[src/rtl/cpuPkg.sv]
// Instruction set definitions
package cpuPkg;

	localparam int WORD_W = 16;
	localparam int REG_W = 3;
	localparam int OPC_W = 5;
	localparam int NUM_REGS = 8;

	typedef logic [WORD_W-1:0] wordT;	// Data or byte address
	typedef logic [REG_W-1:0] regAddrT;
	typedef logic [OPC_W-1:0] opcodeT;

	// Opcodes
	localparam opcodeT OP_HALT = 5'b00000;
	localparam opcodeT OP_NOP = 5'b00001;
	localparam opcodeT OP_J = 5'b00100;
	localparam opcodeT OP_JR = 5'b00101;
	localparam opcodeT OP_JAL = 5'b00110;
	localparam opcodeT OP_ADDI = 5'b01000;
	localparam opcodeT OP_SUBI = 5'b01001;
	localparam opcodeT OP_XORI = 5'b01010;
	localparam opcodeT OP_ANDNI = 5'b01011;
	localparam opcodeT OP_BEQZ = 5'b01100;
	localparam opcodeT OP_BLTZ = 5'b01111;
	localparam opcodeT OP_ST = 5'b10000;
	localparam opcodeT OP_LD = 5'b10001;
	localparam opcodeT OP_LBI = 5'b11000;
	localparam opcodeT OP_RTYPE = 5'b11011;

	// R-type function codes in the low two bits
	localparam logic [1:0] FUNC_ADD = 2'b00;
	localparam logic [1:0] FUNC_SUB = 2'b01;
	localparam logic [1:0] FUNC_XOR = 2'b10;
	localparam logic [1:0] FUNC_ANDN = 2'b11;

	// Field positions
	localparam int OPC_HI = 15;
	localparam int OPC_LO = 11;
	localparam int RS_HI = 10;
	localparam int RS_LO = 8;
	localparam int RT_HI = 7;
	localparam int RT_LO = 5;
	localparam int RD_HI = 4;	// R-type only
	localparam int RD_LO = 2;
	localparam int IMM5_HI = 4;
	localparam int IMM8_HI = 7;
	localparam int DISP_HI = 10;
	localparam int FUNC_HI = 1;

	localparam int MEM_DEPTH = 256;	// Words per memory
	localparam regAddrT LINK_REG = 3'd7;

endpackage

[src/rtl/ctrlPkg.sv]
// Control path types
package ctrlPkg;

	typedef logic [1:0] aluOpT;
	localparam aluOpT ALU_ADD = 2'd0;
	localparam aluOpT ALU_SUB = 2'd1;	// a - b
	localparam aluOpT ALU_XOR = 2'd2;
	localparam aluOpT ALU_ANDN = 2'd3;	// a & ~b

	typedef logic [2:0] pcSelT;
	localparam pcSelT PC_SEQ = 3'd0;
	localparam pcSelT PC_BEQZ = 3'd1;
	localparam pcSelT PC_BLTZ = 3'd2;
	localparam pcSelT PC_JDISP = 3'd3;
	localparam pcSelT PC_JREG = 3'd4;

	// Which instruction field names the write register
	typedef logic [1:0] dstSelT;
	localparam dstSelT DST_RD = 2'd0;
	localparam dstSelT DST_RT = 2'd1;
	localparam dstSelT DST_RS = 2'd2;
	localparam dstSelT DST_LINK = 2'd3;

	typedef enum logic {
		RUN,
		HALTED
	} runStateT;

	typedef struct packed {
		aluOpT aluOp;
		logic bSrcImm;	// ALU B from imm5
		logic regWe;
		dstSelT dstSel;
		logic memWe;
		logic wbMem;
		logic wbPc;
		logic wbImm;
		pcSelT pcSel;
		logic halt;
		logic illegal;
	} ctrlT;

	typedef struct packed {
		cpuPkg::wordT imm5;	// Sign or zero extended per opcode
		cpuPkg::wordT imm8s;
		cpuPkg::wordT disp11s;
	} immT;

endpackage

[src/rtl/alu.sv]
// Arithmetic and logic unit
`timescale 1ns/1ps

module alu (
	input cpuPkg::wordT a,
	input cpuPkg::wordT b,
	input ctrlPkg::aluOpT op,
	output cpuPkg::wordT result,
	output logic zero,
	output logic neg
);

	always_comb begin
		case (op)
			ctrlPkg::ALU_ADD: result = a + b;
			ctrlPkg::ALU_SUB: result = a - b;
			ctrlPkg::ALU_XOR: result = a ^ b;
			ctrlPkg::ALU_ANDN: result = a & ~b;
			default: result = a + b;
		endcase
	end

	// Flags look at the A operand so branches can test Rs directly
	assign zero = (a == '0);
	assign neg = a[cpuPkg::WORD_W-1];	// Sign bit

endmodule

[config.mk]
export PLATFORM = sky130hd
export DESIGN_NAME = alu
export DESIGN_NICKNAME = d
export VERILOG_FILES = /design/src/rtl/cpuPkg.sv /design/src/rtl/ctrlPkg.sv /design/src/rtl/alu.sv
export SDC_FILE = /design/constraint.sdc
export NUM_CORES = 1
export LEC_CHECK = 0
export BUFFER_PORTS_ARGS = -buffer_cell sky130_fd_sc_hd__buf_2
export CAP_MARGIN = 30
export CORE_MARGIN = 3
export CORE_UTILIZATION = 50
export DETAILED_ROUTE_END_ITERATION = 8
export PLACE_DENSITY = 0.76
export SYNTH_ARGS = -nofsm -noshare
export SYNTH_HDL_FRONTEND = slang
export SYNTH_SLANG_ARGS = --single-unit
[constraint.sdc]
create_clock -name vclk -period 3.12
set_input_delay 0.156 -clock vclk [all_inputs]
set_output_delay 0.156 -clock vclk [all_outputs]
set_load 0.005 [all_outputs]
After elaboration in Yosys (flattened, before gate mapping)
Cells that the tools add are included.
{"block": "classes", "add_sub_neg": 2, "eq_ne": 3, "muxes": 1, "n_bitwise": 3, "reduce_logical": 2}
{"op": "16-bit case mux with 4 select lines", "n": 1}
{"op": "16-bit adder", "n": 1}
{"op": "16-bit bitwise AND", "n": 1}
{"op": "16-bit logical NOT", "n": 1}
{"op": "16-bit inverter", "n": 1}
{"op": "16-bit subtractor", "n": 1}
{"op": "16-bit XOR", "n": 1}
{"op": "2-bit == test, second input constant", "n": 2}
{"op": "2-bit by 1-bit == test with 1-bit output, second input constant", "n": 1}
{"op": "2-bit logical NOT", "n": 1}
{"block": "totals", "register_bits": 0}

Depth between registers and ports, before layout
{"block": "depth", "depth_word": 3, "mapped_depth": 13, "depth_no_buf": 12}

Worst setup path before layout
Ideal clock, no wire load.
{"block": "synth_path", "path_type": "input to output", "startpoint": "in op[0]", "endpoint": "out result[13]", "t_arrival_ns": 2.708, "required_time_ns": 2.964, "setup_slack_ns": 0.256, "stages": 12, "path_buffers": 2, "cell_sequence": "clkbuf_1 nor2b_1 clkbuf_1 nor2_1 xnor2_1 ha_1 o211ai_1 a21o_1 a211oi_4 nor2_2 and3_1 o41a_1"}
{"block": "synth_via", "elab_chain_len": 2}
{"item": "start, declared", "line": "alu.sv:7", "source": "input ctrlPkg::aluOpT op,"}
{"item": "2-bit == test (tied with other cells)", "line": "alu.sv:14", "source": "case (op)"}
{"item": "16-bit case mux with 4 select lines *", "line": "alu.sv:14"}
{"item": "end, declared", "line": "alu.sv:8", "source": "output cpuPkg::wordT result,"}
Every way passes the cells marked *; elsewhere a longest branch is shown, timed or not.

Worst setup path after layout
{"block": "layout_path", "startpoint": "in b[4]", "endpoint": "out result[14]"}
{"block": "layout_via", "elab_chain_len": 2}
{"item": "start, declared", "line": "alu.sv:6", "source": "input cpuPkg::wordT b,"}
{"item": "16-bit subtractor or 16-bit adder (tied branches)"}
{"item": "16-bit case mux with 4 select lines *", "line": "alu.sv:14"}
Marks and branches as above.

==> impl_metrics.toml <==
[synth]
synthDistinctLibCells = 47
syn_inst = 252
syn_area_sq_mm = 0.00174
yosysMostFrequentCell = "ha_1"
synth_seq_area_share_pct = 0
synth_area_leaders = "ha_1 23%, xnor2_1 9.6%, a21oi_1 6.0%"
syn_area_per_cell_sq_um = 6.91
syn_nets = 319
synth_commonest_cells = "32 x ha_1, 27 x nand2_1, 25 x inv_1"
synth_top_cell_area_share_pct = 23.0
synth.largest_area_cell = "ha_1"
ys_warn_count = 0

[cells_and_area]
fin_nets = 367
clkbuf_count = 0
fillers = 331
final_cells = 342
area_growth_pct = 18.4
seq_cell_count = 0
drive_above_1_share_pct = 23.2
diodes = 0
seqCellArea_sq_um = 0

[timing]
setup_viol = 0
fin_setup_tns_ns = 0
whs_ns = 0.568
timing.final.crit_share_pct = 93.1
post-route-min-period_ns = 2.91
max_freq_ghz = 0.344
hold_viol = 0
worstMarginPinSlew_ns = 0.517
rsz0062_at_grt = "false"
finalMaxSlewViolations = 0
slew_headroom_pct = 65.3

[grt]
grt_pass1_wl_mm = 7.65
grt_max_degree = 37
grt_use_total_pct = 21.9
globalRouteOverflowTotal = 0
grt_pass1_vias = 1745
antenna_found_initial = 0

[run]
max_cap_violations = 0

[pwr]
switchingPower_uw = 253
p_leak_nw = 1.01
combPwrFrac_pct = 100.0
internal_power_uw = 215
p_sw_share_pct = 54.1
pwr-share-seq_pct = 0
ir_worst_vdd_mv = 0.117
power-per-cell-area_mw_per_mm2 = 227
clockPowerShare_pct = 0

[placement]
dp_hpwl_mm = 3.88
gp_congestion = 0.950
placed_cells = 342
port-buffer-count = 52

[route]
drcViolationCount = 0
vias_per_cell = 5.56
via_count = 1900
wirelength_mm = 4.51
wl_per_cell_um = 13.2
drtPass1Iterations = 4
drt_iter0_drc = 108
final_antenna_net_count = 0

[floorplanning]
die_w_um = 65.0
core_sq_mm = 0.00318
die_area_sq_mm = 0.00423
initial_utilization_pct = 54.8
ios = 52
die_y_um = 65.0
row_count = 20

[clocking]
post_cts_buffers = 0

[setup_path]
cp-start-kind = "input port"
critPathMaxFanout = 5
worstPathArrival_ns = 2.75
critical_path_required_ns = 2.96
worstSetupPathType = "in -> out"
crit_path_end_kind = "output pin"

[hold_path]
worst_hold_path_type = "in -> out"

[status]
status = "completed"
-- worst max-delay path: stages --
cell,delay [ns]
buf_2,0.12
nor4_1,0.32
and2_1,0.27
a41oi_1,0.16
xnor2_1,0.15
ha_1,0.34
nand3_1,0.16
o31ai_2,0.54
mux2i_1,0.24
and4_1,0.17
buf_2,0.10
-- logic make-up (layout without fill, tap and decap cells) --
family          count (synthesis)  count (layout)  synth area share, %
xor+xnor                       24              24                 12.1
mux                             9               9                 5.24
simple gates                   74              74                 22.3
compound gates                 75              75                 27.9
fa+ha+maj                      33              33                 24.1
buf+inv                        37              83                 8.33
-- stage by stage --
step | util (%) | instance area (sq um) | setup slack, ns | power [mW]
detailed placement | 64.4 | 2050 | 0.195 | 0.460
finish | 64.9 | 2060 | 0.214 | 0.468
global placement | 64.4 | 2050 | 0.243 | 0.453
floorplan | - | 1740 | 0.256 | 0.323
global route | 64.9 | 2060 | 0.00235 | 0.530
CTS | 64.4 | 2050 | 0.186 | 0.463
-- per-layer routing --
layer / part of all wire (%) / global-route usage (%) / vias to the layer above / wire length [um]
met4: 0.22 / 0.777 / 0 / 10
met2: 45 / 37.7 / 42 / 2040
li1: - / - / 999 / -
met1: 50 / 31.7 / 857 / 2260
met5: 0 / 0 / - / 0
met3: 4.3 / 0.867 / 2 / 192
-- worst paths after layout --
| check | slack, ns | cells after the start | from | to |
|---|---|---|---|---|
| min | 0.57 | 2 | a[15] | neg |
| max | 0.21 | 11 | b[4] | result[14] |
-- repair_timing --
item / 4_1_cts / 5_1_grt
endpoints found under the setup margin: 0 / 3
resized for setup: 0 / 4
hold buffers: 0 / 0
-- placed cells by master, fill, tap and decap left out, types with 2 or more instances in the layout --
cell	synthesis	layout
nor2b_1	2	2
xnor2_1	19	19
a21oi_1	21	20
and4_1	3	3
a211oi_1	3	3
mux2i_1	8	8
and3_1	2	2
nor3_1	7	7
nand2b_1	2	2
nor2_1	13	13
nand2_1	27	27
a21o_1	5	5
o21a_1	3	3
buf_2	2	52
inv_1	25	25
o21ai_0	16	16
o211ai_1	3	3
a31oi_1	5	5
nand3_1	2	2
o21ai_1	4	3
a41oi_1	4	4
nor4_1	6	6
buf_4	1	5
ha_1	32	32
o21bai_1	4	4
xor2_1	5	5
-- power groups by stage --
stage | Sequential (mW) | Combinational (mW) | Clock [mW]
after floorplan | 0 | 0.323 | 0
after detailed placement | 0 | 0.460 | 0
after global routing | 0 | 0.530 | 0
after CTS | 0 | 0.463 | 0
after global placement | 0 | 0.453 | 0
final | 0 | 0.468 | 0
-- layout make-up --
type / instances / area, sq um / share of cell area [%]
multi-input combinational: 215 / 1610 / 78.2
timing repair buffer: 57 / 298 / 14.4
tap: 44 / 55.1 / 2.67
inverter: 26 / 97.6 / 4.73
Power figures use the tool's default switching activity.
