`src/rtl/cpuPkg.sv`:
```
// Instruction set definitions
package cpuPkg;

	localparam int WORD_W = 16;
	localparam int REG_W = 3;
	localparam int OPC_W = 5;
	localparam int NUM_REGS = 8;

	typedef logic [WORD_W-1:0] wordT;	// Data or byte address
	typedef logic [REG_W-1:0] regAddrT;
	typedef logic [OPC_W-1:0] opcodeT;

	// Opcodes
	localparam opcodeT OP_HALT = 5'b00000;
	localparam opcodeT OP_NOP = 5'b00001;
	localparam opcodeT OP_J = 5'b00100;
	localparam opcodeT OP_JR = 5'b00101;
	localparam opcodeT OP_JAL = 5'b00110;
	localparam opcodeT OP_ADDI = 5'b01000;
	localparam opcodeT OP_SUBI = 5'b01001;
	localparam opcodeT OP_XORI = 5'b01010;
	localparam opcodeT OP_ANDNI = 5'b01011;
	localparam opcodeT OP_BEQZ = 5'b01100;
	localparam opcodeT OP_BLTZ = 5'b01111;
	localparam opcodeT OP_ST = 5'b10000;
	localparam opcodeT OP_LD = 5'b10001;
	localparam opcodeT OP_LBI = 5'b11000;
	localparam opcodeT OP_RTYPE = 5'b11011;

	// R-type function codes in the low two bits
	localparam logic [1:0] FUNC_ADD = 2'b00;
	localparam logic [1:0] FUNC_SUB = 2'b01;
	localparam logic [1:0] FUNC_XOR = 2'b10;
	localparam logic [1:0] FUNC_ANDN = 2'b11;

	// Field positions
	localparam int OPC_HI = 15;
	localparam int OPC_LO = 11;
	localparam int RS_HI = 10;
	localparam int RS_LO = 8;
	localparam int RT_HI = 7;
	localparam int RT_LO = 5;
	localparam int RD_HI = 4;	// R-type only
	localparam int RD_LO = 2;
	localparam int IMM5_HI = 4;
	localparam int IMM8_HI = 7;
	localparam int DISP_HI = 10;
	localparam int FUNC_HI = 1;

	localparam int MEM_DEPTH = 256;	// Words per memory
	localparam regAddrT LINK_REG = 3'd7;

endpackage

```
`src/rtl/regFile.sv`:
```
// General register file
`timescale 1ns/1ps

module regFile (
	input logic clk,
	input logic rstN,
	input cpuPkg::regAddrT rdAddrA,
	input cpuPkg::regAddrT rdAddrB,
	output cpuPkg::wordT rdDataA,
	output cpuPkg::wordT rdDataB,
	input cpuPkg::regAddrT wrAddr,
	input cpuPkg::wordT wrData,
	input logic we
);

	cpuPkg::wordT regs [cpuPkg::NUM_REGS];

	// Combinational reads without bypass
	assign rdDataA = regs[rdAddrA];
	assign rdDataB = regs[rdAddrB];

	always_ff @(posedge clk or negedge rstN) begin
		if (!rstN) begin
			regs <= '{default: '0};
		end else if (we) begin
			regs[wrAddr] <= wrData;
		end
	end

endmodule

```
`config.mk`:
```
export PLATFORM = sky130hd
export DESIGN_NAME = regFile
export DESIGN_NICKNAME = d
export VERILOG_FILES = /design/src/rtl/cpuPkg.sv /design/src/rtl/regFile.sv
export SDC_FILE = /design/constraint.sdc
export NUM_CORES = 1
export LEC_CHECK = 0
export BUFFER_PORTS_ARGS = -buffer_cell sky130_fd_sc_hd__buf_2
export CORE_ASPECT_RATIO = 0.6
export CORE_MARGIN = 1.5
export CORE_UTILIZATION = 45
export DETAILED_ROUTE_END_ITERATION = 10
export GPL_TIMING_DRIVEN = 0
export PLACE_DENSITY_LB_ADDON = 0.25
export RECOVER_POWER = 100
export SYNTH_ARGS = -nofsm -noshare
export SYNTH_HDL_FRONTEND = slang
export SYNTH_SLANG_ARGS = --single-unit
```
`constraint.sdc`:
```
create_clock -name clk -period 1.6 [get_ports clk]
set_input_delay 0.08 -clock clk [delete_from_list [all_inputs] [get_ports clk]]
set_output_delay 0.08 -clock clk [all_outputs]
set_load 0.05 [all_outputs]
```
# Word-level counts from Yosys, hierarchy flattened
# Cells that the tools add are included.
[classes]
addsub = 0
mul = 0
n_div = 0
n_lt_le_gt_ge = 4
n_eq_ne = 0
shift = 0
mux = 9
n_bitwise = 3
n_reduce_logical = 1
[op_table]
columns = ["operator", "n"]
rows = [
  ["$bwmux W128", 1],
  ["$bmux W16 S3", 2],
  ["$mux W16", 5],
  ["$demux W16 S3", 1],
  ["$ge A4 B4 Y1 const B", 3],
  ["$not A3 Y4", 3],
  ["$lt A4 B1 Y1 const B", 1],
  ["$logic_and A1 B1 Y1", 1],
]
[word_totals]
ff_bits = 128
latchBits = 0
mem_bits_rw = 0
romBits = 0
inputBits = 28
out_inout_bits = 32
n_memories = 0

# Depth between registers and ports, before layout
[depth]
ltp_word = 6
mapped_depth = 5
depth_no_buf = 2

# Worst setup path before layout
# Ideal clock, no wire load.
[synth_timing]
path_type = "input to output"
start = "in rdAddrA[0]"
end = "out rdDataA[1]"
t_arrival_ps = 1252
required_ps = 1520
slack_ps = 268
path_stages = 4
n_path_buf = 2
path_cell_list = "buf_6 -> buf_6 -> mux4_1 -> mux2_2"
[synth_between]
elab_chain_len = 4
[synth_rtl]
columns = ["element", "line_no", "text"]
rows = [
  ["from (decl)", "regFile.sv:7", "input cpuPkg::regAddrT rdAddrA,"],
  ["$not A3 Y4 (implied by the code)", "regFile.sv:19", "assign rdDataA = regs[rdAddrA];"],
  ["$bmux W16 S3", "regFile.sv:19", ""],
  ["$mux W16 (implied by the code) (2 in a row)", "regFile.sv:19", ""],
  ["to (decl)", "regFile.sv:9", "output cpuPkg::wordT rdDataA,"],
]
# No other way between the ends. The select of a mux whose other input is x is not followed.

# Worst setup path after layout
[layout_timing]
start = "in rdAddrB[2]"
end = "out rdDataB[5]"
[layout_between]
elab_chain_len = 4
[layout_rtl]
columns = ["element", "line_no", "text"]
rows = [
  ["from (decl)", "regFile.sv:8", "input cpuPkg::regAddrT rdAddrB,"],
  ["$not A3 Y4 (implied by the code)", "regFile.sv:20", "assign rdDataB = regs[rdAddrB];"],
  ["$bmux W16 S3", "regFile.sv:20", ""],
  ["$mux W16 (implied by the code) (2 in a row)", "regFile.sv:20", ""],
  ["to (decl)", "regFile.sv:10", "output cpuPkg::wordT rdDataB,"],
]
# No other way between the ends. The select of a mux whose other input is x is not followed.

==> results.env <==
GRT_START_MAX_NET_PINS=87
FLIP_FLOP_AND_LATCH_COUNT_AFTER_SYNTHESIS=128
LEAKAGE_nW=3.56
PLACEMENTROWS=35
TIMING.SLEW.HEADROOM_PCT=24.3
SYN2LAYOUT_AREA_GROWTH_PCT=20.1
GRT_REMAINING_OVERFLOW=0
DIE-AREA_UM2=16300
NETLIST_AREA_UM2=6990
GRT_SETUP_UNREPAIRED='yes'
PLACED_CELLS=648
SETUP_VIOL_COUNT_FINAL=42
IO_BUFFERS=51
MULTIINPUTGATEAREA_UM2=3430
MAX_CLOCK_FREQ_GHz=0.543
IO_PINS=60
FINAL_REPLACE_WEIGHTED_CONGESTION=0.745
NUM-NETS-FINAL=509
CELLPOWERDENSITY_nW_PER_UM2=1470
GRT_FIRST_PASS_WIRELENGTH_UM=26500
SYN-MEAN-INSTANCE-AREA_UM2=17.8
CLKSLEWWORSTSETUPHOLDPATHS_NS=0.06
TRITONCTS_CLOCK_TREE='yes'
SETUP_TNS_NS=-7.15
DETAIL_ROUTE.VIAS_PER_CELL=6.01
ROUTE.FINAL.WIRE_LENGTH_UM=17100
CRIT_ARRIVAL_NS=1.76
SYNTHESIZED_INSTANCE_COUNT=393
WORSTMARGINPINSLEW_NS=1.13
VIOLATIONS_IN_THE_FINAL_REPORTS='negative setup slack'
CLOCK_SKEW_NS=0
SYNTH_NETS=421
PATH_CELLS='buf_2, clkbuf_1, mux4_2, mux2_4, buf_8'
MIN_PATH_TYPE='input pin to flip-flop'
POST-ROUTE-PERIOD-UTIL_PCT=115
POST-ROUTE-DRC-COUNT=0
YOSYSSEQAREASHARE_PCT=45.8
CRIT_PATH_TOP_DELAY_CELL='sky130_fd_sc_hd__clkbuf_1'
WORST-PATH-MAX-FANOUT=10
CP-START-KIND='input pin'
INITIAL_UTILIZATION_PCT=45.7
NUMBER_OF_GLOBAL_ROUTE_VIAS_BEFORE_REPAIR=4370
NUM_ANTENNA_CELLS=0
NUMBER_OF_SINKS_HANDLED_BY_CLOCK_TREE_SYNTHESIS=128
TOTALPOWERFINAL_mW=12.4
CLOCK-ROOT-BUFFER='sky130_fd_sc_hd__clkbuf_16'
FINAL-SEQ-AREA_UM2=3200
LARGEST_INCREMENTAL_DELAY_ON_THE_CRITICAL_PATH_NS=0.66
SYNTH.YOSYS.WARNINGS=0
TIMING.FINAL.MAX_SLEW_VIOLATIONS=0
FINAL_CRITICAL_PATH_SETUP_SLACK_NS=-0.240
CRITICAL_PATH.ENDPOINT_TYPE='output pin'
FLOORPLAN.CORE_AREA_UM2=15300
CTS.PATH.MAX_BUFFERS=2
CRITICAL-PATH-TOP-DELAY-FAMILY='buffers and inverters'
LAYOUT-DRIVE-GT1-SHARE_PCT=69.4
DRT_FIRST_PASS_ITERS=4
LAYOUT_TOP_REGISTERS='regs (128)'
OUTCOME='finished, violations left'
TOTAL_VIAS_IN_THE_FINAL_ROUTE=4187
TIMING_WORST_SETUP_PATH_TYPE='input pin to output pin'
LARGEST_REGISTER_FFS=128
BIGGEST_REGISTER='regs'
HOLD_SLACK_NS=0.00852
IR_WORST_VDD_mV=0.802
DETAILEDROUTE.FIRSTITERATIONVIOLATIONS=356
FINAL_CORE_UTIL_PCT=54.9
LAYOUTNONFILLERINSTCOUNT=697
GLOBAL_ROUTE.USAGE.TOTAL_PCT=22.5
YOSYSUNIQUECELLTYPES=14
MAX-CAP-VIOLATIONS=0
CTS-BUFFERS-INSERTED=17
GRT_ANTENNA_BEFORE_REPAIR=0
LAYOUT.FILLER_CELLS=1245
CP.REQUIRED_NS=1.52
HTREE_LEVELS=4
HPWLAFTERDP_UM=11200
CLK-INSERTION-DELAY-LATE_NS=0.41
CRIT_BUF_INV=3
TIMING.FINAL.HOLD_VIOLATIONS=0
DIE_WIDTH_UM=164
FINAL_ANTENNA_NET_COUNT=0
FINAL_PERIOD_MINUS_WORST_SETUP_SLACK_NS=1.84
DIE_Y_UM=99.6
POST_DRT_WL_PER_CELL_UM=24.6
## repair_timing
action | 4_1_cts | 5_1_grt
endpoints found under the hold margin | 49 | 0
gates resized for setup | 157 | 5
setup endpoints to repair | 32 | 32
hold buffers | 4 | 0
buffers inserted | 8 | 5
pin swaps | 0 | 0
## cells in the final DEF, fill, tap and decap left out, types with 9 or more instances in the layout
cell type	n
sky130_fd_sc_hd__buf_2	24
sky130_fd_sc_hd__buf_4	15
sky130_fd_sc_hd__buf_6	21
sky130_fd_sc_hd__buf_8	19
sky130_fd_sc_hd__clkbuf_16	17
sky130_fd_sc_hd__clkbuf_2	9
sky130_fd_sc_hd__dfrtp_1	128
sky130_fd_sc_hd__mux2_2	139
sky130_fd_sc_hd__mux2_4	21
sky130_fd_sc_hd__mux4_2	58
## stage by stage
stage               worst slack, ns  instance area (um2)
floorplan                     0.268                 6990
global placement              -1.23                 7500
detailed placement           -0.248                 7530
CTS                          -0.246                 8410
global route                 -0.281                 8400
finish                       -0.240                 8400
## worst paths after layout
check,start,depth (start not counted),end,slack (ns)
worst max-delay path,rdAddrB[2],5,rdDataB[5],-0.24
worst min-delay path,wrData[7],2,regs[39]$_DFFE_PN0P_,0.009
worst max register to register,regs[74]$_DFFE_PN0P_,3,regs[74]$_DFFE_PN0P_,0.59
worst min register to register,regs[62]$_DFFE_PN0P_,1,regs[62]$_DFFE_PN0P_,0.52
max in group asynchronous,rstN,3,regs[40]$_DFFE_PN0P_,0.17
min in group asynchronous,rstN,2,regs[31]$_DFFE_PN0P_,0.42
## cell usage after synthesis (all sizes together)
library cell / count / share of area [%]
buf: 28 / 2.9
clkbuf: 5 / 0.30
dfrtp: 128 / 46
mux2: 160 / 26
mux4: 64 / 24
nand4: 1 / 0.18
nand4b: 3 / 0.64
nor4b: 1 / 0.34
nor4bb: 3 / 0.43
## power breakdown
| part | switching, mW | leakage (nW) | internal [mW] | total (mW) |
|---|---|---|---|---|
| logic | 1.82 | 1.74 | 2.17 | 3.99 |
| clock network | 1.51 | 0.288 | 2.36 | 3.86 |
| registers | 0.537 | 1.54 | 3.96 | 4.50 |
| total | 3.87 | 3.56 | 8.49 | 12.4 |
## per-layer routing
layer | track usage [%] | routed length [um] | vias up
met1 | 34.5 | 7790 | 2255
met5 | 0 | 0 | -
met4 | 6.78 | 159 | 0
met2 | 32.0 | 7730 | 166
met3 | 4.59 | 1460 | 18
li1 | - | - | 1748
## cell families after synthesis
group / after synthesis / share of synthesized area, %
AND/OR/NAND/NOR: 8 / 1.59
buffers and inverters: 33 / 3.20
multiplexers: 224 / 49.4
flip-flops: 128 / 45.8
## worst register-to-register path, delay by kind of cell (launching register included)
kind / cells / cell delay, ns
flops: 1 / 0.39
buf+inv: 2 / 0.25
mux: 1 / 0.25
## layout make-up
type	instances	area share (%)
clock buffer	18	5.23
buffer	33	2.67
multi-input combinational	232	40.9
sequential	128	38.1
tap	203	3.02
timing repair buffer	69	8.24
clock inverter	14	1.85
Note: power is estimated with default switching activity, not from simulation.
