**src/rtl/cpuPkg.sv**
```systemverilog
// Instruction set definitions
package cpuPkg;

	localparam int WORD_W = 16;
	localparam int REG_W = 3;
	localparam int OPC_W = 5;
	localparam int NUM_REGS = 8;

	typedef logic [WORD_W-1:0] wordT;	// Data or byte address
	typedef logic [REG_W-1:0] regAddrT;
	typedef logic [OPC_W-1:0] opcodeT;

	// Opcodes
	localparam opcodeT OP_HALT = 5'b00000;
	localparam opcodeT OP_NOP = 5'b00001;
	localparam opcodeT OP_J = 5'b00100;
	localparam opcodeT OP_JR = 5'b00101;
	localparam opcodeT OP_JAL = 5'b00110;
	localparam opcodeT OP_ADDI = 5'b01000;
	localparam opcodeT OP_SUBI = 5'b01001;
	localparam opcodeT OP_XORI = 5'b01010;
	localparam opcodeT OP_ANDNI = 5'b01011;
	localparam opcodeT OP_BEQZ = 5'b01100;
	localparam opcodeT OP_BLTZ = 5'b01111;
	localparam opcodeT OP_ST = 5'b10000;
	localparam opcodeT OP_LD = 5'b10001;
	localparam opcodeT OP_LBI = 5'b11000;
	localparam opcodeT OP_RTYPE = 5'b11011;

	// R-type function codes in the low two bits
	localparam logic [1:0] FUNC_ADD = 2'b00;
	localparam logic [1:0] FUNC_SUB = 2'b01;
	localparam logic [1:0] FUNC_XOR = 2'b10;
	localparam logic [1:0] FUNC_ANDN = 2'b11;

	// Field positions
	localparam int OPC_HI = 15;
	localparam int OPC_LO = 11;
	localparam int RS_HI = 10;
	localparam int RS_LO = 8;
	localparam int RT_HI = 7;
	localparam int RT_LO = 5;
	localparam int RD_HI = 4;	// R-type only
	localparam int RD_LO = 2;
	localparam int IMM5_HI = 4;
	localparam int IMM8_HI = 7;
	localparam int DISP_HI = 10;
	localparam int FUNC_HI = 1;

	localparam int MEM_DEPTH = 256;	// Words per memory
	localparam regAddrT LINK_REG = 3'd7;

endpackage

```
**src/rtl/ctrlPkg.sv**
```systemverilog
// Control path types
package ctrlPkg;

	typedef logic [1:0] aluOpT;
	localparam aluOpT ALU_ADD = 2'd0;
	localparam aluOpT ALU_SUB = 2'd1;	// a - b
	localparam aluOpT ALU_XOR = 2'd2;
	localparam aluOpT ALU_ANDN = 2'd3;	// a & ~b

	typedef logic [2:0] pcSelT;
	localparam pcSelT PC_SEQ = 3'd0;
	localparam pcSelT PC_BEQZ = 3'd1;
	localparam pcSelT PC_BLTZ = 3'd2;
	localparam pcSelT PC_JDISP = 3'd3;
	localparam pcSelT PC_JREG = 3'd4;

	// Which instruction field names the write register
	typedef logic [1:0] dstSelT;
	localparam dstSelT DST_RD = 2'd0;
	localparam dstSelT DST_RT = 2'd1;
	localparam dstSelT DST_RS = 2'd2;
	localparam dstSelT DST_LINK = 2'd3;

	typedef enum logic {
		RUN,
		HALTED
	} runStateT;

	typedef struct packed {
		aluOpT aluOp;
		logic bSrcImm;	// ALU B from imm5
		logic regWe;
		dstSelT dstSel;
		logic memWe;
		logic wbMem;
		logic wbPc;
		logic wbImm;
		pcSelT pcSel;
		logic halt;
		logic illegal;
	} ctrlT;

	typedef struct packed {
		cpuPkg::wordT imm5;	// Sign or zero extended per opcode
		cpuPkg::wordT imm8s;
		cpuPkg::wordT disp11s;
	} immT;

endpackage

```
**src/rtl/nextPcLogic.sv**
```systemverilog
// Program counter and run state
`timescale 1ns/1ps

module nextPcLogic (
	input logic clk,
	input logic rstN,
	input ctrlPkg::pcSelT pcSel,
	input logic halt,
	input logic illegal,
	input logic zero,
	input logic neg,
	input cpuPkg::wordT rsData,
	input ctrlPkg::immT imm,
	output cpuPkg::wordT pc,
	output cpuPkg::wordT pcPlus2,
	output logic running,
	output logic err
);

	ctrlPkg::runStateT state;
	cpuPkg::wordT branchTgt;
	cpuPkg::wordT jumpTgt;
	cpuPkg::wordT jrTgt;
	cpuPkg::wordT nextPc;

	assign pcPlus2 = pc + 16'd2;
	assign branchTgt = pcPlus2 + imm.imm8s;
	assign jumpTgt = pcPlus2 + imm.disp11s;
	assign jrTgt = rsData + imm.imm8s;	// Not pc relative
	assign running = (state == ctrlPkg::RUN);

	always_comb begin
		case (pcSel)
			ctrlPkg::PC_BEQZ: nextPc = zero ? branchTgt : pcPlus2;
			ctrlPkg::PC_BLTZ: nextPc = neg ? branchTgt : pcPlus2;
			ctrlPkg::PC_JDISP: nextPc = jumpTgt;
			ctrlPkg::PC_JREG: nextPc = jrTgt;
			default: nextPc = pcPlus2;
		endcase
	end

	always_ff @(posedge clk or negedge rstN) begin
		if (!rstN) begin
			pc <= '0;
			state <= ctrlPkg::RUN;
			err <= 1'b0;
		end else if (state == ctrlPkg::RUN) begin
			if (halt || illegal) begin
				state <= ctrlPkg::HALTED;	// pc stays on the halting instruction
				err <= illegal;
			end else begin
				pc <= nextPc;
			end
		end
	end

endmodule

```
**config.mk**
```make
export PLATFORM = sky130hd
export DESIGN_NAME = nextPcLogic
export DESIGN_NICKNAME = d
export VERILOG_FILES = /design/src/rtl/cpuPkg.sv /design/src/rtl/ctrlPkg.sv /design/src/rtl/nextPcLogic.sv
export SDC_FILE = /design/constraint.sdc
export NUM_CORES = 1
export LEC_CHECK = 0
export ABC_AREA = 1
export BUFFER_PORTS_ARGS = -buffer_cell sky130_fd_sc_hd__buf_2
export CAP_MARGIN = 20
export CORE_MARGIN = 2
export CORE_UTILIZATION = 27
export CTS_BUF_LIST = sky130_fd_sc_hd__clkbuf_16
export DETAILED_ROUTE_END_ITERATION = 7
export GPL_TIMING_DRIVEN = 0
export SLEW_MARGIN = 10
export SYNTH_ARGS = -nofsm -noshare
export SYNTH_HDL_FRONTEND = slang
export SYNTH_SLANG_ARGS = --single-unit
```
**constraint.sdc**
```tcl
create_clock -name clk -period 6.4 [get_ports clk]
set_input_delay 0.96 -clock clk [delete_from_list [all_inputs] [get_ports clk]]
set_output_delay 0.96 -clock clk [all_outputs]
set_load 0.02 [all_outputs]
```
# --- Word level (Yosys, flattened, before mapping) ---
# Index checks and enable logic that the tools add are counted.
totals:
  regBits: 18
  input_bits: 73
  output_inout_bits: 34
  elab_cells: 21
op_classes:
  add_sub_neg: 4
  n_eq_ne: 4
  muxes: 5
  bitwise_logic: 2
  reduce_logical: 3
op_table:
  columns: ["op", "count"]
  rows:
  - ["$pmux W16 S4", 1]
  - ["$add A16 B16 Y16", 3]
  - ["$mux W16", 2]
  - ["$add A16 B2 Y16 const B", 1]
  - ["$eq A3 B2 Y1 const B", 2]
  - ["$reduce_and A2 Y1", 2]
  - ["$eq A3 B1 Y1 const B", 1]
  - ["$eq A3 B3 Y1 const B", 1]
  - ["$mux W1", 2]
  - ["$not A1 Y1", 2]
  - ["$logic_or A1 B1 Y1", 1]

# --- Logic depth before layout (Yosys ltp) ---
depth:
  word_depth: 4
  ltp_mapped: 21
  depth_no_buf: 21

# --- Worst setup path after synthesis ---
# OpenSTA, ideal clock, no wires.
synth_path:
  kind: "reg-to-reg"
  from: "register pc[1]"
  to: "register pc[12]"
  setup_time_ns: 0.117
  t_arrival_ns: 2.988
  required_time_ns: 6.283
  slack_ns: 3.295
  path_stages_with_launch: 15
  path_buffers: 0
  synth_period_minus_slack_ns: 3.105
  cell_sequence: "dfrtp_1 -> ha_1 -> inv_1 -> nor3_2 -> nand2_1 -> xnor2_1 -> ha_1 -> a21o_1 -> a21oi_1 -> nand2_1 -> or2_2 -> nand2_1 -> nand2_1 -> nor2_1 -> nor2_1"
synth_via:
  elab_chain_cells: 4
  word_cells_on_any_way: 6
  cone_classes: "add/sub (3); mux (3)"
synth_lines:
  columns: ["item", "line", "text"]
  rows:
  - ["from (decl)", "nextPcLogic.sv:14", "output cpuPkg::wordT pc,"]
  - ["from (signal assigned)", "nextPcLogic.sv:52", "pc <= nextPc;"]
  - ["$add A16 B2 Y16 *", "nextPcLogic.sv:26", "assign pcPlus2 = pc + 16'd2;"]
  - ["net pcPlus2[11]", "nextPcLogic.sv:15", "output cpuPkg::wordT pcPlus2,"]
  - ["$add A16 B16 Y16", "nextPcLogic.sv:27", "assign branchTgt = pcPlus2 + imm.imm8s;"]
  - ["$mux W16, on equally long branches", "nextPcLogic.sv:35, nextPcLogic.sv:34", null]
  - ["$pmux W16 S4 *", "nextPcLogic.sv:33", "case (pcSel)"]
# Mark *: on every way through the listed nets, which the timed path passes. The rest lies on a longest branch.
# A chain may end at the register's enable or synchronous reset.

# --- Final worst setup path ---
layout_path:
  from: "register pc[1]"
  to: "register pc[12]"
layout_via:
  elab_chain_cells: 4
  word_cells_on_any_way: 6
  cone_classes: "add/sub (3); mux (3)"
layout_lines:
  columns: ["item", "line"]
  rows:
  - ["$add A16 B2 Y16 *", "nextPcLogic.sv:26"]
  - ["$add A16 B16 Y16", "nextPcLogic.sv:27"]
  - ["$mux W16, on equally long branches", "nextPcLogic.sv:35, nextPcLogic.sv:34"]
  - ["$pmux W16 S4 *", "nextPcLogic.sv:33"]
# Every way passes the cells marked *; elsewhere a longest branch is shown, timed or not.

==> results.cfg <==
[global_route]
use_met1 = 0.2283
met3_usage = 0.006868
grt.total_usage = 0.1683
grt_max_degree = 19
grt_pass1_wl_um = 20250
use_met2 = 0.2991
grt_pass1_vias = 4206
gr-total-overflow = 0
top_usage_layer = met2
antenna_found_initial = 0

[critical_path]
arrival_ns = 3.50
critPathLaunchType = flop
critPathMaxStageDelay_ns = 0.49
worst-setup-path-type = flop to flop
end_kind = flop
cp_common_cell = nand2_1
slowest_stage = dfrtp_1
critPathRequiredTime_ns = 6.54
cp_max_fo = 6
crit_chain = ha_1 -> inv_1 -> nor3_2 -> nand2_1 -> xnor2_1 -> ha_1 -> a21o_1 -> a21oi_1 -> nand2_1 -> or2_2 -> nand2_1 -> nand2_1 -> nor2_1 -> nor2_1

[detailed_routing]
dr.pass1.iters = 5
post-route-drc-count = 0
drt-wirelength-per-cell_um = 13.18
first_iter_violations = 215
vias_per_cell = 4.663
vias = 4411
finalWirelength_um = 12470
detail-route-antenna-nets = 0

[cells_and_area]
area_growth_pct = 19.50
fillCellCount = 1583
nNetsFinal = 891
insertedDiodeCount = 0
drive_gt1_frac = 0.1632
multi_input_area_um2 = 3062
seqCellArea_um2 = 450.4

[place]
dp_hpwl_um = 10950
port_buffers = 90
dp_slack_ns = 3.073
place.gp.congestion = 0.8309

[timing]
slew_headroom = 0.6323
max_freq_mhz = 297.7
maxSlewViolCount = 0
finalCritPeriodShare = 0.5248
finClkSkew_ns = 0.001053
hold_viol = 0
period_needed_ns = 3.359
worst_pin_slew_ns = 0.5477
setup-violations-final = 0
setup_tns_ns = 0
worst_slack_ns = 3.041
rsz0062_at_grt = false

[synthesis]
yosys_warnings = 0
ys.flop_type = dfrtp_1
yosysSeqAreaShare = 0.1164
synth_commonest_cells = 187 x nand2_1, 89 x nor2_1, 84 x inv_1
synthesis.area_um2 = 3870
yosys.area.top_type = nand2_1
ys_ff_latch = 18
avgSynthCellArea_um2 = 5.759
synth_edf_count = 0
synth_nets = 796
synth_cell_types = 34
yosysMostFrequentCell = nand2_1
yosys-top-cells-area = nand2_1 18%, ha_1 16%, dfrtp_1 12%
async_flop_share = 1.000
synth_top_area_share = 0.1814
syn-instance-count = 672

[cts]
cts.clk_slew.worst_paths_ns = 0.05
cts_tree = yes
clock_sinks = 18
post_cts_buffers = 0
postCtsResizedCells = 0
clock_latency_ns = 0.25
holdBufCountCts = 0
cts_buffers = 3
h-tree-depth = 1
cts-root-buf = clkbuf_16
clockBufferDepth = 2

[die]
rows = 43
initial_utilization = 0.2777
die_h_um = 123.7
io_pins = 107
dieArea_um2 = 15310
core_area_um2 = 13930
die_w_um = 123.7

[power_and_ir_drop]
ir_drop_mv = 0.06819
leakagePower_nw = 2.653
powerDensity_nw_per_um2 = 88.57

[hold_path]
hold_class = flop to flop

[outcome]
status = completed

[job]
drv_cap = 0
## layout by cell type (no fill, tap or decap), types with 5 or more instances in the layout
master    synthesis  routed
nand3_1          68      68
nand2_1         187     187
nor2_1           89      89
dfrtp_1          18      18
ha_1             48      48
a21o_1            6       6
o21ai_0          22      22
nand2_2           5       5
nor3_1            5       5
inv_1            84      84
buf_2             4      94
xor2_1            9       9
a21oi_1          59      59
xnor2_1           5       5
o21bai_1          6       6
nand3b_1         12      12
or2_2            12      12
## through the flow
stage / hold WS (ns) / area [um^2] / instances / power, W / util
floorplan: 0.4722 / 3870 / 672 / 0.0002290 / -
global placement: 0.4850 / 4546 / 942 / 0.0002834 / 0.3262
detailed placement: 0.5026 / 4546 / 942 / 0.0002838 / 0.3262
CTS: 0.5147 / 4624 / 946 / 0.0004113 / 0.3319
global route: 0.5318 / 4624 / 946 / 0.0004430 / 0.3319
finish: 0.5069 / 4624 / 946 / 0.0004096 / 0.3319
## power by group
group / internal (W) / total (W) / switching (W)
sequential: 0.000114 / 0.000114 / 0
clock: 0.0000832 / 0.000127 / 0.0000436
combinational: 0.0000643 / 0.000169 / 0.000104
total: 0.000261 / 0.000410 / 0.000148
## logic make-up (layout without fill, tap and decap cells)
logic type | Yosys count | count (layout) | share of synthesized area
compound gates | 105 | 105 | 0.1497
xor+xnor | 14 | 14 | 0.03169
fa+ha+maj | 51 | 51 | 0.1707
buf+inv | 93 | 187 | 0.09247
flops | 18 | 18 | 0.1164
simple gates | 391 | 391 | 0.4391
## per-layer routing
layer	part of all wire	wire length, um	up-vias
met1	0.49	6083	1931
met2	0.47	5852	78
li1	-	-	2398
met4	0.0049	61	0
met5	0	0	-
met3	0.038	468	4
## worst max-delay path, delay by kind of cell (launching register included)
| family | cells | cell delay [ns] |
|---|---|---|
| flops | 1 | 0.49 |
| compound gates | 2 | 0.31 |
| xor+xnor | 1 | 0.48 |
| simple gates | 8 | 1.16 |
| fa+ha+maj | 2 | 0.71 |
| buf+inv | 1 | 0.08 |
## worst paths after layout
path                          end  cells after the start  startpoint  slack, ns
setup / recovery           pc[12]                     14       pc[1]       3.04
hold / removal                err                      2       state       0.51
setup reg to reg           pc[12]                     14       pc[1]       3.04
hold reg to reg               err                      2       state       0.51
max in group asynchronous  pc[14]                      1        rstN       5.49
min in group asynchronous   pc[0]                      1        rstN       0.63
## registers in the layout, summed over array words and instances (netlist names)
register / count
state: 1
pc: 16
err: 1
## cell type report
| type | instances | share of cell area |
|---|---|---|
| multi-input cells | 561 | 0.6621 |
| clock inverters | 1 | 0.0008117 |
| flip-flops and latches | 18 | 0.09740 |
| inverters | 85 | 0.06899 |
| repair buffers | 90 | 0.09740 |
| clock buffers | 3 | 0.01623 |
| plain buffers | 8 | 0.008387 |
| well taps | 180 | 0.04870 |
(Power assumes the default switching activity.)
