File: config.mk
export PLATFORM = sky130hd
export DESIGN_NAME = procControl
export DESIGN_NICKNAME = d
export VERILOG_FILES = /design/src/rtl/cpuPkg.sv /design/src/rtl/ctrlPkg.sv /design/src/rtl/procControl.sv
export SDC_FILE = /design/constraint.sdc
export NUM_CORES = 1
export LEC_CHECK = 0
export BUFFER_PORTS_ARGS = -buffer_cell sky130_fd_sc_hd__buf_2
export CAP_MARGIN = 20
export CORE_MARGIN = 1
export CORE_UTILIZATION = 35
export DETAILED_ROUTE_END_ITERATION = 12
export PLACE_DENSITY_LB_ADDON = 0.12
export REMOVE_ABC_BUFFERS = 1
export SLEW_MARGIN = 20
export SYNTH_ARGS = -nofsm -noshare
export SYNTH_HDL_FRONTEND = slang
export SYNTH_SLANG_ARGS = --single-unit
export TNS_END_PERCENT = 1
File: constraint.sdc
create_clock -name vclk -period 3.04
set_clock_uncertainty 0.05 [all_clocks]
set_input_delay 0.304 -clock vclk [all_inputs]
set_output_delay 0.304 -clock vclk [all_outputs]
set_load 0.02 [all_outputs]
File: src/rtl/cpuPkg.sv
// Instruction set definitions
package cpuPkg;

	localparam int WORD_W = 16;
	localparam int REG_W = 3;
	localparam int OPC_W = 5;
	localparam int NUM_REGS = 8;

	typedef logic [WORD_W-1:0] wordT;	// Data or byte address
	typedef logic [REG_W-1:0] regAddrT;
	typedef logic [OPC_W-1:0] opcodeT;

	// Opcodes
	localparam opcodeT OP_HALT = 5'b00000;
	localparam opcodeT OP_NOP = 5'b00001;
	localparam opcodeT OP_J = 5'b00100;
	localparam opcodeT OP_JR = 5'b00101;
	localparam opcodeT OP_JAL = 5'b00110;
	localparam opcodeT OP_ADDI = 5'b01000;
	localparam opcodeT OP_SUBI = 5'b01001;
	localparam opcodeT OP_XORI = 5'b01010;
	localparam opcodeT OP_ANDNI = 5'b01011;
	localparam opcodeT OP_BEQZ = 5'b01100;
	localparam opcodeT OP_BLTZ = 5'b01111;
	localparam opcodeT OP_ST = 5'b10000;
	localparam opcodeT OP_LD = 5'b10001;
	localparam opcodeT OP_LBI = 5'b11000;
	localparam opcodeT OP_RTYPE = 5'b11011;

	// R-type function codes in the low two bits
	localparam logic [1:0] FUNC_ADD = 2'b00;
	localparam logic [1:0] FUNC_SUB = 2'b01;
	localparam logic [1:0] FUNC_XOR = 2'b10;
	localparam logic [1:0] FUNC_ANDN = 2'b11;

	// Field positions
	localparam int OPC_HI = 15;
	localparam int OPC_LO = 11;
	localparam int RS_HI = 10;
	localparam int RS_LO = 8;
	localparam int RT_HI = 7;
	localparam int RT_LO = 5;
	localparam int RD_HI = 4;	// R-type only
	localparam int RD_LO = 2;
	localparam int IMM5_HI = 4;
	localparam int IMM8_HI = 7;
	localparam int DISP_HI = 10;
	localparam int FUNC_HI = 1;

	localparam int MEM_DEPTH = 256;	// Words per memory
	localparam regAddrT LINK_REG = 3'd7;

endpackage

File: src/rtl/ctrlPkg.sv
// Control path types
package ctrlPkg;

	typedef logic [1:0] aluOpT;
	localparam aluOpT ALU_ADD = 2'd0;
	localparam aluOpT ALU_SUB = 2'd1;	// a - b
	localparam aluOpT ALU_XOR = 2'd2;
	localparam aluOpT ALU_ANDN = 2'd3;	// a & ~b

	typedef logic [2:0] pcSelT;
	localparam pcSelT PC_SEQ = 3'd0;
	localparam pcSelT PC_BEQZ = 3'd1;
	localparam pcSelT PC_BLTZ = 3'd2;
	localparam pcSelT PC_JDISP = 3'd3;
	localparam pcSelT PC_JREG = 3'd4;

	// Which instruction field names the write register
	typedef logic [1:0] dstSelT;
	localparam dstSelT DST_RD = 2'd0;
	localparam dstSelT DST_RT = 2'd1;
	localparam dstSelT DST_RS = 2'd2;
	localparam dstSelT DST_LINK = 2'd3;

	typedef enum logic {
		RUN,
		HALTED
	} runStateT;

	typedef struct packed {
		aluOpT aluOp;
		logic bSrcImm;	// ALU B from imm5
		logic regWe;
		dstSelT dstSel;
		logic memWe;
		logic wbMem;
		logic wbPc;
		logic wbImm;
		pcSelT pcSel;
		logic halt;
		logic illegal;
	} ctrlT;

	typedef struct packed {
		cpuPkg::wordT imm5;	// Sign or zero extended per opcode
		cpuPkg::wordT imm8s;
		cpuPkg::wordT disp11s;
	} immT;

endpackage

File: src/rtl/procControl.sv
// Instruction decoder
`timescale 1ns/1ps

module procControl (
	input cpuPkg::wordT instr,
	output ctrlPkg::ctrlT ctrl,
	output ctrlPkg::immT imm
);

	cpuPkg::opcodeT opcode;
	logic [1:0] func;

	assign opcode = instr[cpuPkg::OPC_HI:cpuPkg::OPC_LO];
	assign func = instr[cpuPkg::FUNC_HI:0];

	// Extended immediates
	always_comb begin
		if (opcode == cpuPkg::OP_ANDNI)
			imm.imm5 = cpuPkg::wordT'(instr[cpuPkg::IMM5_HI:0]);	// Zero extend
		else
			imm.imm5 = cpuPkg::wordT'(signed'(instr[cpuPkg::IMM5_HI:0]));
		imm.imm8s = cpuPkg::wordT'(signed'(instr[cpuPkg::IMM8_HI:0]));
		imm.disp11s = cpuPkg::wordT'(signed'(instr[cpuPkg::DISP_HI:0]));
	end

	always_comb begin
		ctrl = '0;	// Add, Rd, sequential pc, no writes
		case (opcode)
			cpuPkg::OP_RTYPE: begin
				ctrl.regWe = 1'b1;
				ctrl.dstSel = ctrlPkg::DST_RD;
				case (func)
					cpuPkg::FUNC_ADD: ctrl.aluOp = ctrlPkg::ALU_ADD;
					cpuPkg::FUNC_SUB: ctrl.aluOp = ctrlPkg::ALU_SUB;
					cpuPkg::FUNC_XOR: ctrl.aluOp = ctrlPkg::ALU_XOR;
					cpuPkg::FUNC_ANDN: ctrl.aluOp = ctrlPkg::ALU_ANDN;
					default: ctrl.aluOp = ctrlPkg::ALU_ADD;
				endcase
			end
			cpuPkg::OP_ADDI, cpuPkg::OP_SUBI, cpuPkg::OP_XORI, cpuPkg::OP_ANDNI: begin
				ctrl.regWe = 1'b1;
				ctrl.bSrcImm = 1'b1;
				ctrl.dstSel = ctrlPkg::DST_RT;
				ctrl.aluOp = ctrlPkg::aluOpT'(opcode[1:0]);	// Low opcode bits match ALU order
			end
			cpuPkg::OP_LBI: begin
				ctrl.regWe = 1'b1;
				ctrl.dstSel = ctrlPkg::DST_RS;
				ctrl.wbImm = 1'b1;
			end
			cpuPkg::OP_LD: begin
				ctrl.regWe = 1'b1;
				ctrl.bSrcImm = 1'b1;
				ctrl.dstSel = ctrlPkg::DST_RT;
				ctrl.wbMem = 1'b1;
			end
			cpuPkg::OP_ST: begin
				ctrl.memWe = 1'b1;
				ctrl.bSrcImm = 1'b1;	// Address is Rs + imm5
			end
			cpuPkg::OP_BEQZ: ctrl.pcSel = ctrlPkg::PC_BEQZ;
			cpuPkg::OP_BLTZ: ctrl.pcSel = ctrlPkg::PC_BLTZ;
			cpuPkg::OP_J: ctrl.pcSel = ctrlPkg::PC_JDISP;
			cpuPkg::OP_JAL: begin
				ctrl.pcSel = ctrlPkg::PC_JDISP;
				ctrl.regWe = 1'b1;
				ctrl.dstSel = ctrlPkg::DST_LINK;
				ctrl.wbPc = 1'b1;
			end
			cpuPkg::OP_JR: ctrl.pcSel = ctrlPkg::PC_JREG;
			cpuPkg::OP_HALT: ctrl.halt = 1'b1;
			cpuPkg::OP_NOP: ;
			default: begin
				ctrl.halt = 1'b1;
				ctrl.illegal = 1'b1;	// Unknown opcode
			end
		endcase
	end

endmodule

Word-level counts from Yosys, hierarchy flattened
Index checks and enable logic that the tools add are counted.

storage, ports and cells
  input port bits = 16
  register bits after elaboration = 0

operators by class
  equal/unequal tests = 17
  reductions and logical operators = 8
  multiplexer cells = 12

operators by type and width
  kind                                           count
  == test 5 x 4 -> 1 bit, second input constant  6
  one-hot mux 3 bit (4 select lines)             2
  == test 5 bit, second input constant           4
  2-to-1 mux 16 bit                              1
  == test 5 x 3 -> 1 bit, second input constant  3
  OR reduction 15 bit                            1
  OR reduction 14 bit                            1
  one-hot mux 2 bit (4 select lines)             1
  2-to-1 mux 1 bit                               7
  OR reduction 6 bit                             1
  == test 5 x 1 -> 1 bit, second input constant  1
  zero test 5 bit                                1
  OR reduction 5 bit                             1
  == test 2 bit, second input constant           2
  one-hot mux 2 bit (2 select lines)             1
  OR reduction 4 bit                             1
  == test 2 x 1 -> 1 bit, second input constant  1
  zero test 2 bit                                1
  OR reduction 2 bit                             1

Logic depth before layout (Yosys ltp)
Gate-level depths: netlist of run 1.

  depth in word-level cells = 3
  mapped depth = 5

Worst setup path before layout of run 1
OpenSTA, ideal clock, no wires.

  path type = in2out
  from = in instr[11]
  to = out ctrl[8] (netlist bit)
  stages = 3
  setup slack = 1335 ps
  path buffers = 2
  data arrival time = 1351 ps
  cells stage by stage = buf_2 -> buf_2 -> nor4_1

RTL lines
  element             RTL line          text
  start: declaration  procControl.sv:5  input cpuPkg::wordT instr,
  end: declaration    procControl.sv:6  output ctrlPkg::ctrlT ctrl,

==> reports/metrics.cfg, run 1 <==
[synthesis]
ys_seq_area_share_pct = 0
synth_largest_area_cell = buf_4
netlist_instances = 102
yosys.cell_count.top_type = buf_4
yosys.area.top_type_share_pct = 52.0
netlist_top_cells_area = buf_4 52%, nand2b_1 4.6%, nand2_1 3.9%, a21oi_1 3.7%, buf_2 3.7%
synth_top_cells_by_count = 47 x buf_4, 7 x nand2_1
synth.avg_cell_area_sq_um = 6.65
netlist_area_sq_um = 678
yosysWarnings = 0
synth_cell_types = 29

[floorplan]
core_region_area_sq_um = 1760
dieArea_sq_um = 2120
die_x_microns = 46.0
io_pins = 79
rows = 15
die_height_microns = 46.0
initial_core_util_pct = 38.4

[finish]
nFlopsAndLatches = 0
syn_to_final_growth_pct = -19.9
final_nets = 110
multiInputGateArea_sq_um = 293
drive_above_1_share_pct = 50.0
n_fill_cell = 216
regArea_sq_um = 0
antennaDiodeCount = 0
n_clock_buffer = 0

[cts]
cts.repair.resized = 0
cts_hold_buffers = 0
cts_setup_buffers = 0

[placed_design]
port_buffers = 43
pre_cts_slack_ps = 1190
gp_congestion = 0.712
hpwl_mm = 1.05

[power_and_ir_drop]
power_density_nw_per_um2 = 184
p_leak_nw = 0.288
power_switching_w = 0.0000668
power_frac_seq_pct = 0
p_comb_share_pct = 100.0
ir_drop_uv = 61.2
p_int_w = 0.0000334
swShare_pct = 66.6
clockPowerShare_pct = 0

[drt]
avgRoutedWirePerCell_microns = 12.2
vias_per_cell = 4.90
dr.first_iter.drc_count = 11
drtAntennaViolNets = 0
drtPass1Iterations = 2
num_vias = 573
routed_wl_mm = 1.43
drc = 0

[setup_path]
critical_path_depth = 5
worst_setup_path_start_kind = input port
critPathKind = input port to output port
path_delay_family = simple AND/OR/NAND/NOR gates
cpMostUsedCell = buf_2
cp_max_fo = 13
worst-path-buf-inv = 2
slowest_stage = or3b_1
path_cells = buf_2, or3b_1, and3_4, o31ai_2, buf_2
cpPeakStageDelay_ps = 390
end_kind = output port
cp.required_ps = 2690
crit_arrival_ps = 1490

[timing]
slew_viol_final = 0
setup_viol = 0
finalCriticalPeriod_ps = 1840
rsz0062_at_grt = false
max_slew_margin_pct = 78.6
period_share_pct = 60.5
hold_viol_final = 0
fmax_mhz = 544
worst_slack_ps = 1200
worst_slew_pin_slew_ps = 321
setup-tns-final_ps = 0

[grt]
grt-ovfl-total = 0
grt_pass1_wl_mm = 2.10
grt_usage_pct = 13.1
grt_pass1_vias = 428
antenna_found_initial = 0
grt_start_max_net_pins = 21

[min_path]
hp-class = input port to output port
hold_depth = 0

[run_status]
status = finished clean

[run]
cap_violations = 0

through the flow:
| step | instance area, sq um | total power (W) | std cells | util (%) | hold slack [ps] |
|---|---|---|---|---|---|
| finish | 543 | 0.000100 | 117 | 30.8 | 558 |
| global route | 543 | 0.000109 | 117 | 30.8 | 558 |
| CTS | 543 | 0.000101 | 117 | 30.8 | 558 |
| detailed placement | 543 | 0.000100 | 117 | 30.8 | 558 |
| global placement | 543 | 0.000100 | 117 | 30.8 | 558 |
| floorplan | 297 | 0.0000494 | 49 | - | 558 |
power groups by stage:
| stage | logic [W] | registers, W | clock network (W) |
|---|---|---|---|
| after floorplan | 0.0000494 | 0 | 0 |
| after global placement | 0.000100 | 0 | 0 |
| after detailed placement | 0.000100 | 0 | 0 |
| after CTS | 0.000101 | 0 | 0 |
| after global routing | 0.000109 | 0 | 0 |
| final | 0.000100 | 0 | 0 |
layout make-up:
cell class,instances,area share (%)
Tap cell,25,5.76
Multi-Input combinational cell,48,53.9
Inverter,1,0.691
Timing Repair Buffer,43,39.6
cells by family (layout without fill, tap and decap cells):
family,after synthesis,in the layout,synth area share [%]
simple gates,31,31,25.5
buf+inv,54,44,56.8
compound gates,17,17,17.7
layout by cell type, fill, tap and decap left out:
cell	instances
a211oi_1	1
a21oi_1	5
a311oi_1	1
and3_4	1
buf_2	43
inv_1	1
nand2_1	7
nand2b_1	5
nand3_1	1
nand3b_1	1
nor2_1	5
nor2b_1	3
nor3_1	3
nor3b_1	1
nor4_1	1
nor4bb_1	1
o2111ai_1	1
o211a_1	1
o21a_1	1
o21ai_0	2
o21ai_1	1
o21bai_1	1
o22a_1	1
o31ai_2	1
o32ai_1	1
or2_2	1
or3b_1	1
worst paths after layout:
path	start	end
worst max-delay path	instr[15]	ctrl[11]
worst min-delay path	instr[8]	imm[8]
routing by layer:
| layer | GRT usage (%) | vias up | wire [microns] |
|---|---|---|---|
| met5 | 0 | - | 0 |
| met4 | 0 | 0 | 0 |
| met3 | 8.33 | 0 | 261 |
| met2 | 17.2 | 57 | 547 |
| met1 | 18.8 | 242 | 618 |
| li1 | - | 274 | - |
Power figures use the tool's default switching activity.
==> inputs of run 2 (changes only) <==
--- a/config.mk
+++ b/config.mk
@@ -8,7 +8,7 @@
 export BUFFER_PORTS_ARGS = -buffer_cell sky130_fd_sc_hd__buf_2
 export CAP_MARGIN = 20
 export CORE_MARGIN = 1
-export CORE_UTILIZATION = 35
+export CORE_UTILIZATION = 32
 export DETAILED_ROUTE_END_ITERATION = 12
 export PLACE_DENSITY_LB_ADDON = 0.12
 export REMOVE_ABC_BUFFERS = 1
==> constraint.sdc (replaced) <==
create_clock -name vclk -period 1.51
set_clock_uncertainty 0.05 [all_clocks]
set_input_delay 0.151 -clock vclk [all_inputs]
set_output_delay 0.151 -clock vclk [all_outputs]
set_load 0.02 [all_outputs]
==> run 2 against run 1 <==
Compared with the run above: first-iteration DRC count is 73% lower; global-route usage down 2.3 points; critical path depth is the same; non-clock buffer count increased by 3; combinational power grew 110%; clock-buffer cell count stayed put; sequential share of layout area is the same; via count fell by 1.4%; power grew 110%; hold slack worse by 310 ps.
==> reports/metrics.cfg, run 2 (same netlist as run 1, synthesis figures left out) <==
[run_status]
status = finished clean

[timing]
fmax_mhz = 699
slew_viol_final = 0
finalCriticalPeriod_ps = 1430
worst_slack_ps = 79.1
setup_viol = 0
period_share_pct = 94.8
rsz0062_at_grt = false
worst_slew_pin_slew_ps = 315
hold_ws_ps = 252
max_slew_margin_pct = 79.0
hold_viol_final = 0

[drt]
dr.first_iter.drc_count = 3
vias_per_cell = 4.63
avgRoutedWirePerCell_microns = 12.3
drc = 0
drtPass1Iterations = 2
drtAntennaViolNets = 0
routed_wl_mm = 1.50
num_vias = 565

[cts]
cts.repair.resized = 0
cts_setup_buffers = 0
cts_hold_buffers = 0

[setup_path]
crit_arrival_ps = 1230
end_kind = output port
setup.worst_path.end = ctrl[11]
cp_max_fo = 2
critPathKind = input port to output port
critPathLaunch = instr[12]
cp.required_ps = 1310
worst_setup_path_start_kind = input port

[finish]
syn_to_final_growth_pct = -16.2
n_fill_cell = 230
drive_above_1_share_pct = 51.6
final_nets = 113
multiInputGateArea_sq_um = 293
nFlopsAndLatches = 0
final_common_cell = buf_2
final_cell_mix = 43 x buf_2, 7 x nand2_1, 5 x nand2b_1, 5 x a21oi_1, 5 x nor2_1
regArea_sq_um = 0
n_clock_buffer = 0
antennaDiodeCount = 0

[grt]
grt-ovfl-total = 0
grt_start_max_net_pins = 21
antenna_found_initial = 0
grt_pass1_vias = 381
grt_usage_pct = 10.8
grt_pass1_wl_mm = 1.88

[power_and_ir_drop]
power_frac_seq_pct = 0
p_comb_share_pct = 100.0
power_density_nw_per_um2 = 366
p_int_w = 0.0000725
p_leak_nw = 0.302
swShare_pct = 65.1
clockPowerShare_pct = 0
power_w = 0.000208
ir_drop_uv = 176
power_switching_w = 0.000135

[floorplan]
io_pins = 79
core_region_area_sq_um = 1980
rows = 16
initial_core_util_pct = 34.2
die_height_microns = 48.0
dieArea_sq_um = 2310
die_x_microns = 48.0

[run]
cap_violations = 0

[placed_design]
pre_cts_slack_ps = 71.0
port_buffers = 43
gp_congestion = 0.640
hpwl_mm = 1.16

[min_path]
hp-class = input port to output port
hold_depth = 0

## run 2: area by class of cell
class / instances / area share (%)
inverters: 1 / 0.661
multi-input cells: 48 / 51.5
well taps: 27 / 5.95
repair buffers: 46 / 41.9
## run 2: critical path: stages
cell     delay [ps]
buf_2           100
or3b_1          390
and3_4          200
o31ai_2         200
buf_2           190
## run 2: routing by layer
metal / GRT usage [%] / vias to the layer above / wire length (microns)
met5: 0 / - / 0
met4: 0 / 0 / 0
met3: 7.55 / 0 / 246
met2: 16.8 / 43 / 649
met1: 13.2 / 239 / 601
li1: - / 283 / -
## run 2: worst min path at each step
| stage | start | end |
|---|---|---|
| after floorplan | instr[0] | imm[0] |
| after global placement | instr[8] | imm[8] |
| after detailed placement | instr[8] | imm[8] |
| after CTS | instr[8] | imm[8] |
| after global routing | instr[5] | imm[5] |
| final | instr[2] | imm[2] |
## run 2: power groups by stage
stage	Combinational, W	Sequential (W)	Clock, W
after detailed placement	0.000209	0	0
final	0.000208	0	0
after global routing	0.000224	0	0
after global placement	0.000210	0	0
after floorplan	0.0000995	0	0
after CTS	0.000209	0	0
## run 2: per-stage QoR
stage	util (%)	setup TNS, ps	cells	instance area (sq um)
floorplan	-	-4950	49	297
global placement	28.7	0	122	568
detailed placement	28.7	0	122	568
CTS	28.7	0	122	568
global route	28.7	0	122	568
finish	28.7	0	122	568
==> inputs of run 3 (changes only) <==
--- a/config.mk
+++ b/config.mk
@@ -7,8 +7,10 @@
 export LEC_CHECK = 0
 export BUFFER_PORTS_ARGS = -buffer_cell sky130_fd_sc_hd__buf_2
 export CAP_MARGIN = 20
+export CELL_PAD_IN_SITES_DETAIL_PLACEMENT = 0
+export CELL_PAD_IN_SITES_GLOBAL_PLACEMENT = 1
 export CORE_MARGIN = 1
-export CORE_UTILIZATION = 32
+export CORE_UTILIZATION = 19
 export DETAILED_ROUTE_END_ITERATION = 12
 export PLACE_DENSITY_LB_ADDON = 0.12
 export REMOVE_ABC_BUFFERS = 1
==> run 3 against run 2 <==
Compared with the run above: final area rose by 5.5%; largest cell class unchanged; critical path depth did not move; clock-buffer cell count did not move; hold slack barely moved.
==> reports/metrics.cfg, run 3 (same netlist as run 1, synthesis figures left out) <==
[power_and_ir_drop]
clockPowerShare_pct = 0
power_w = 0.000212
ir_drop_uv = 62.5
p_int_w = 0.0000741
power_density_nw_per_um2 = 354
p_comb_share_pct = 100.0
power_switching_w = 0.000138
swShare_pct = 65.1
p_leak_nw = 0.307
power_frac_seq_pct = 0

[grt]
grt-ovfl-total = 0
grt_start_max_net_pins = 18
grt_usage_pct = 8.73
grt_pass1_vias = 460
grt_pass1_wl_mm = 2.54
antenna_found_initial = 0

[timing]
max_slew_margin_pct = 80.1
fmax_mhz = 691
worst_slew_pin_slew_ps = 298
setup_viol = 0
hold_viol_final = 0
setup-tns-final_ps = 0
finalCriticalPeriod_ps = 1450
slew_viol_final = 0
period_share_pct = 95.8
rsz0062_at_grt = false

[placed_design]
gp_congestion = 0.636
hpwl_mm = 1.38
port_buffers = 43
dp_cells = 142

[finish]
final_nets = 114
final-instance-count-excl-fill = 142
n_clock_buffer = 0
syn_to_final_growth_pct = -11.6
final_common_cell = buf_2
nFlopsAndLatches = 0
antennaDiodeCount = 0
final_cell_mix = 43 x buf_2, 7 x nand2_1, 5 x nand2b_1, 5 x a21oi_1, 5 x nor2_1
regArea_sq_um = 0
drive_above_1_share_pct = 52.1

[setup_path]
cp_max_fo = 2
critPathLaunch = instr[12]
critPathKind = input port to output port
cp.required_ps = 1310
end_kind = output port
worst_setup_path_start_kind = input port
crit_arrival_ps = 1250

[drt]
num_vias = 576
drtAntennaViolNets = 0
routed_wl_mm = 1.81
dr.first_iter.drc_count = 14
vias_per_cell = 4.06
drtPass1Iterations = 4
drc = 0
avgRoutedWirePerCell_microns = 12.7

[floorplan]
die_height_microns = 61.7
dieArea_sq_um = 3810
initial_core_util_pct = 20.0
core_region_area_sq_um = 3390
die_x_microns = 61.7
io_pins = 79
rows = 21

[run]
cap_violations = 0

[run_status]
status = finished clean

[cts]
cts.repair.resized = 0
cts_hold_buffers = 0
cts_setup_buffers = 0

[min_path]
hp-class = input port to output port
hold_start = instr[9]

[run 3: cell count changes in the layout (fill, tap and decap cells not counted), sizes merged]
cell	delta
buf	+1
[run 3: path summary, 6_finish.rpt]
| check | endpoint | slack, ps | depth (start not counted) |
|---|---|---|---|
| worst max-delay path | ctrl[11] | 60 | 5 |
| worst min-delay path | imm[9] | 250 | 0 |
[run 3: metrics by stage]
stage / worst slack (ps) / cell area, sq um / hold WS [ps] / util [%]
after floorplan: -450 / 297 / 252 / -
after global placement: 93.3 / 599 / 252 / 17.7
after detailed placement: 57.9 / 599 / 252 / 17.7
after CTS: 50.9 / 599 / 252 / 17.7
after global routing: 10.6 / 599 / 252 / 17.7
final: 63.5 / 599 / 252 / 17.7
[run 3: critical path, stage by stage]
cell	delay [ps]
buf_2	100
or3b_1	400
and3_4	200
o31ai_2	200
buf_2	200
[run 3: routing by layer]
metal,GRT usage (%),vias up,wire length (microns)
li1,-,285,-
met1,11.2,246,770
met2,10.6,45,707
met3,9.11,0,328
met4,0,0,0
met5,0,-,0
[run 3: power groups by stage]
| stage | clock (W) | sequential, W | combinational, W |
|---|---|---|---|
| 2_1_floorplan | 0 | 0 | 0.0000995 |
| 3_3_place_gp | 0 | 0 | 0.000216 |
| 3_5_place_dp | 0 | 0 | 0.000215 |
| 4_1_cts | 0 | 0 | 0.000216 |
| 5_1_grt | 0 | 0 | 0.000234 |
| 6_report | 0 | 0 | 0.000212 |
[run 3: layout make-up]
| cell class | count | area [sq um] |
|---|---|---|
| fill | 395 | 2790 |
| multi-input combinational | 48 | 293 |
| timing repair buffer | 47 | 245 |
| tap | 46 | 57.6 |
| inverter | 1 | 3.75 |
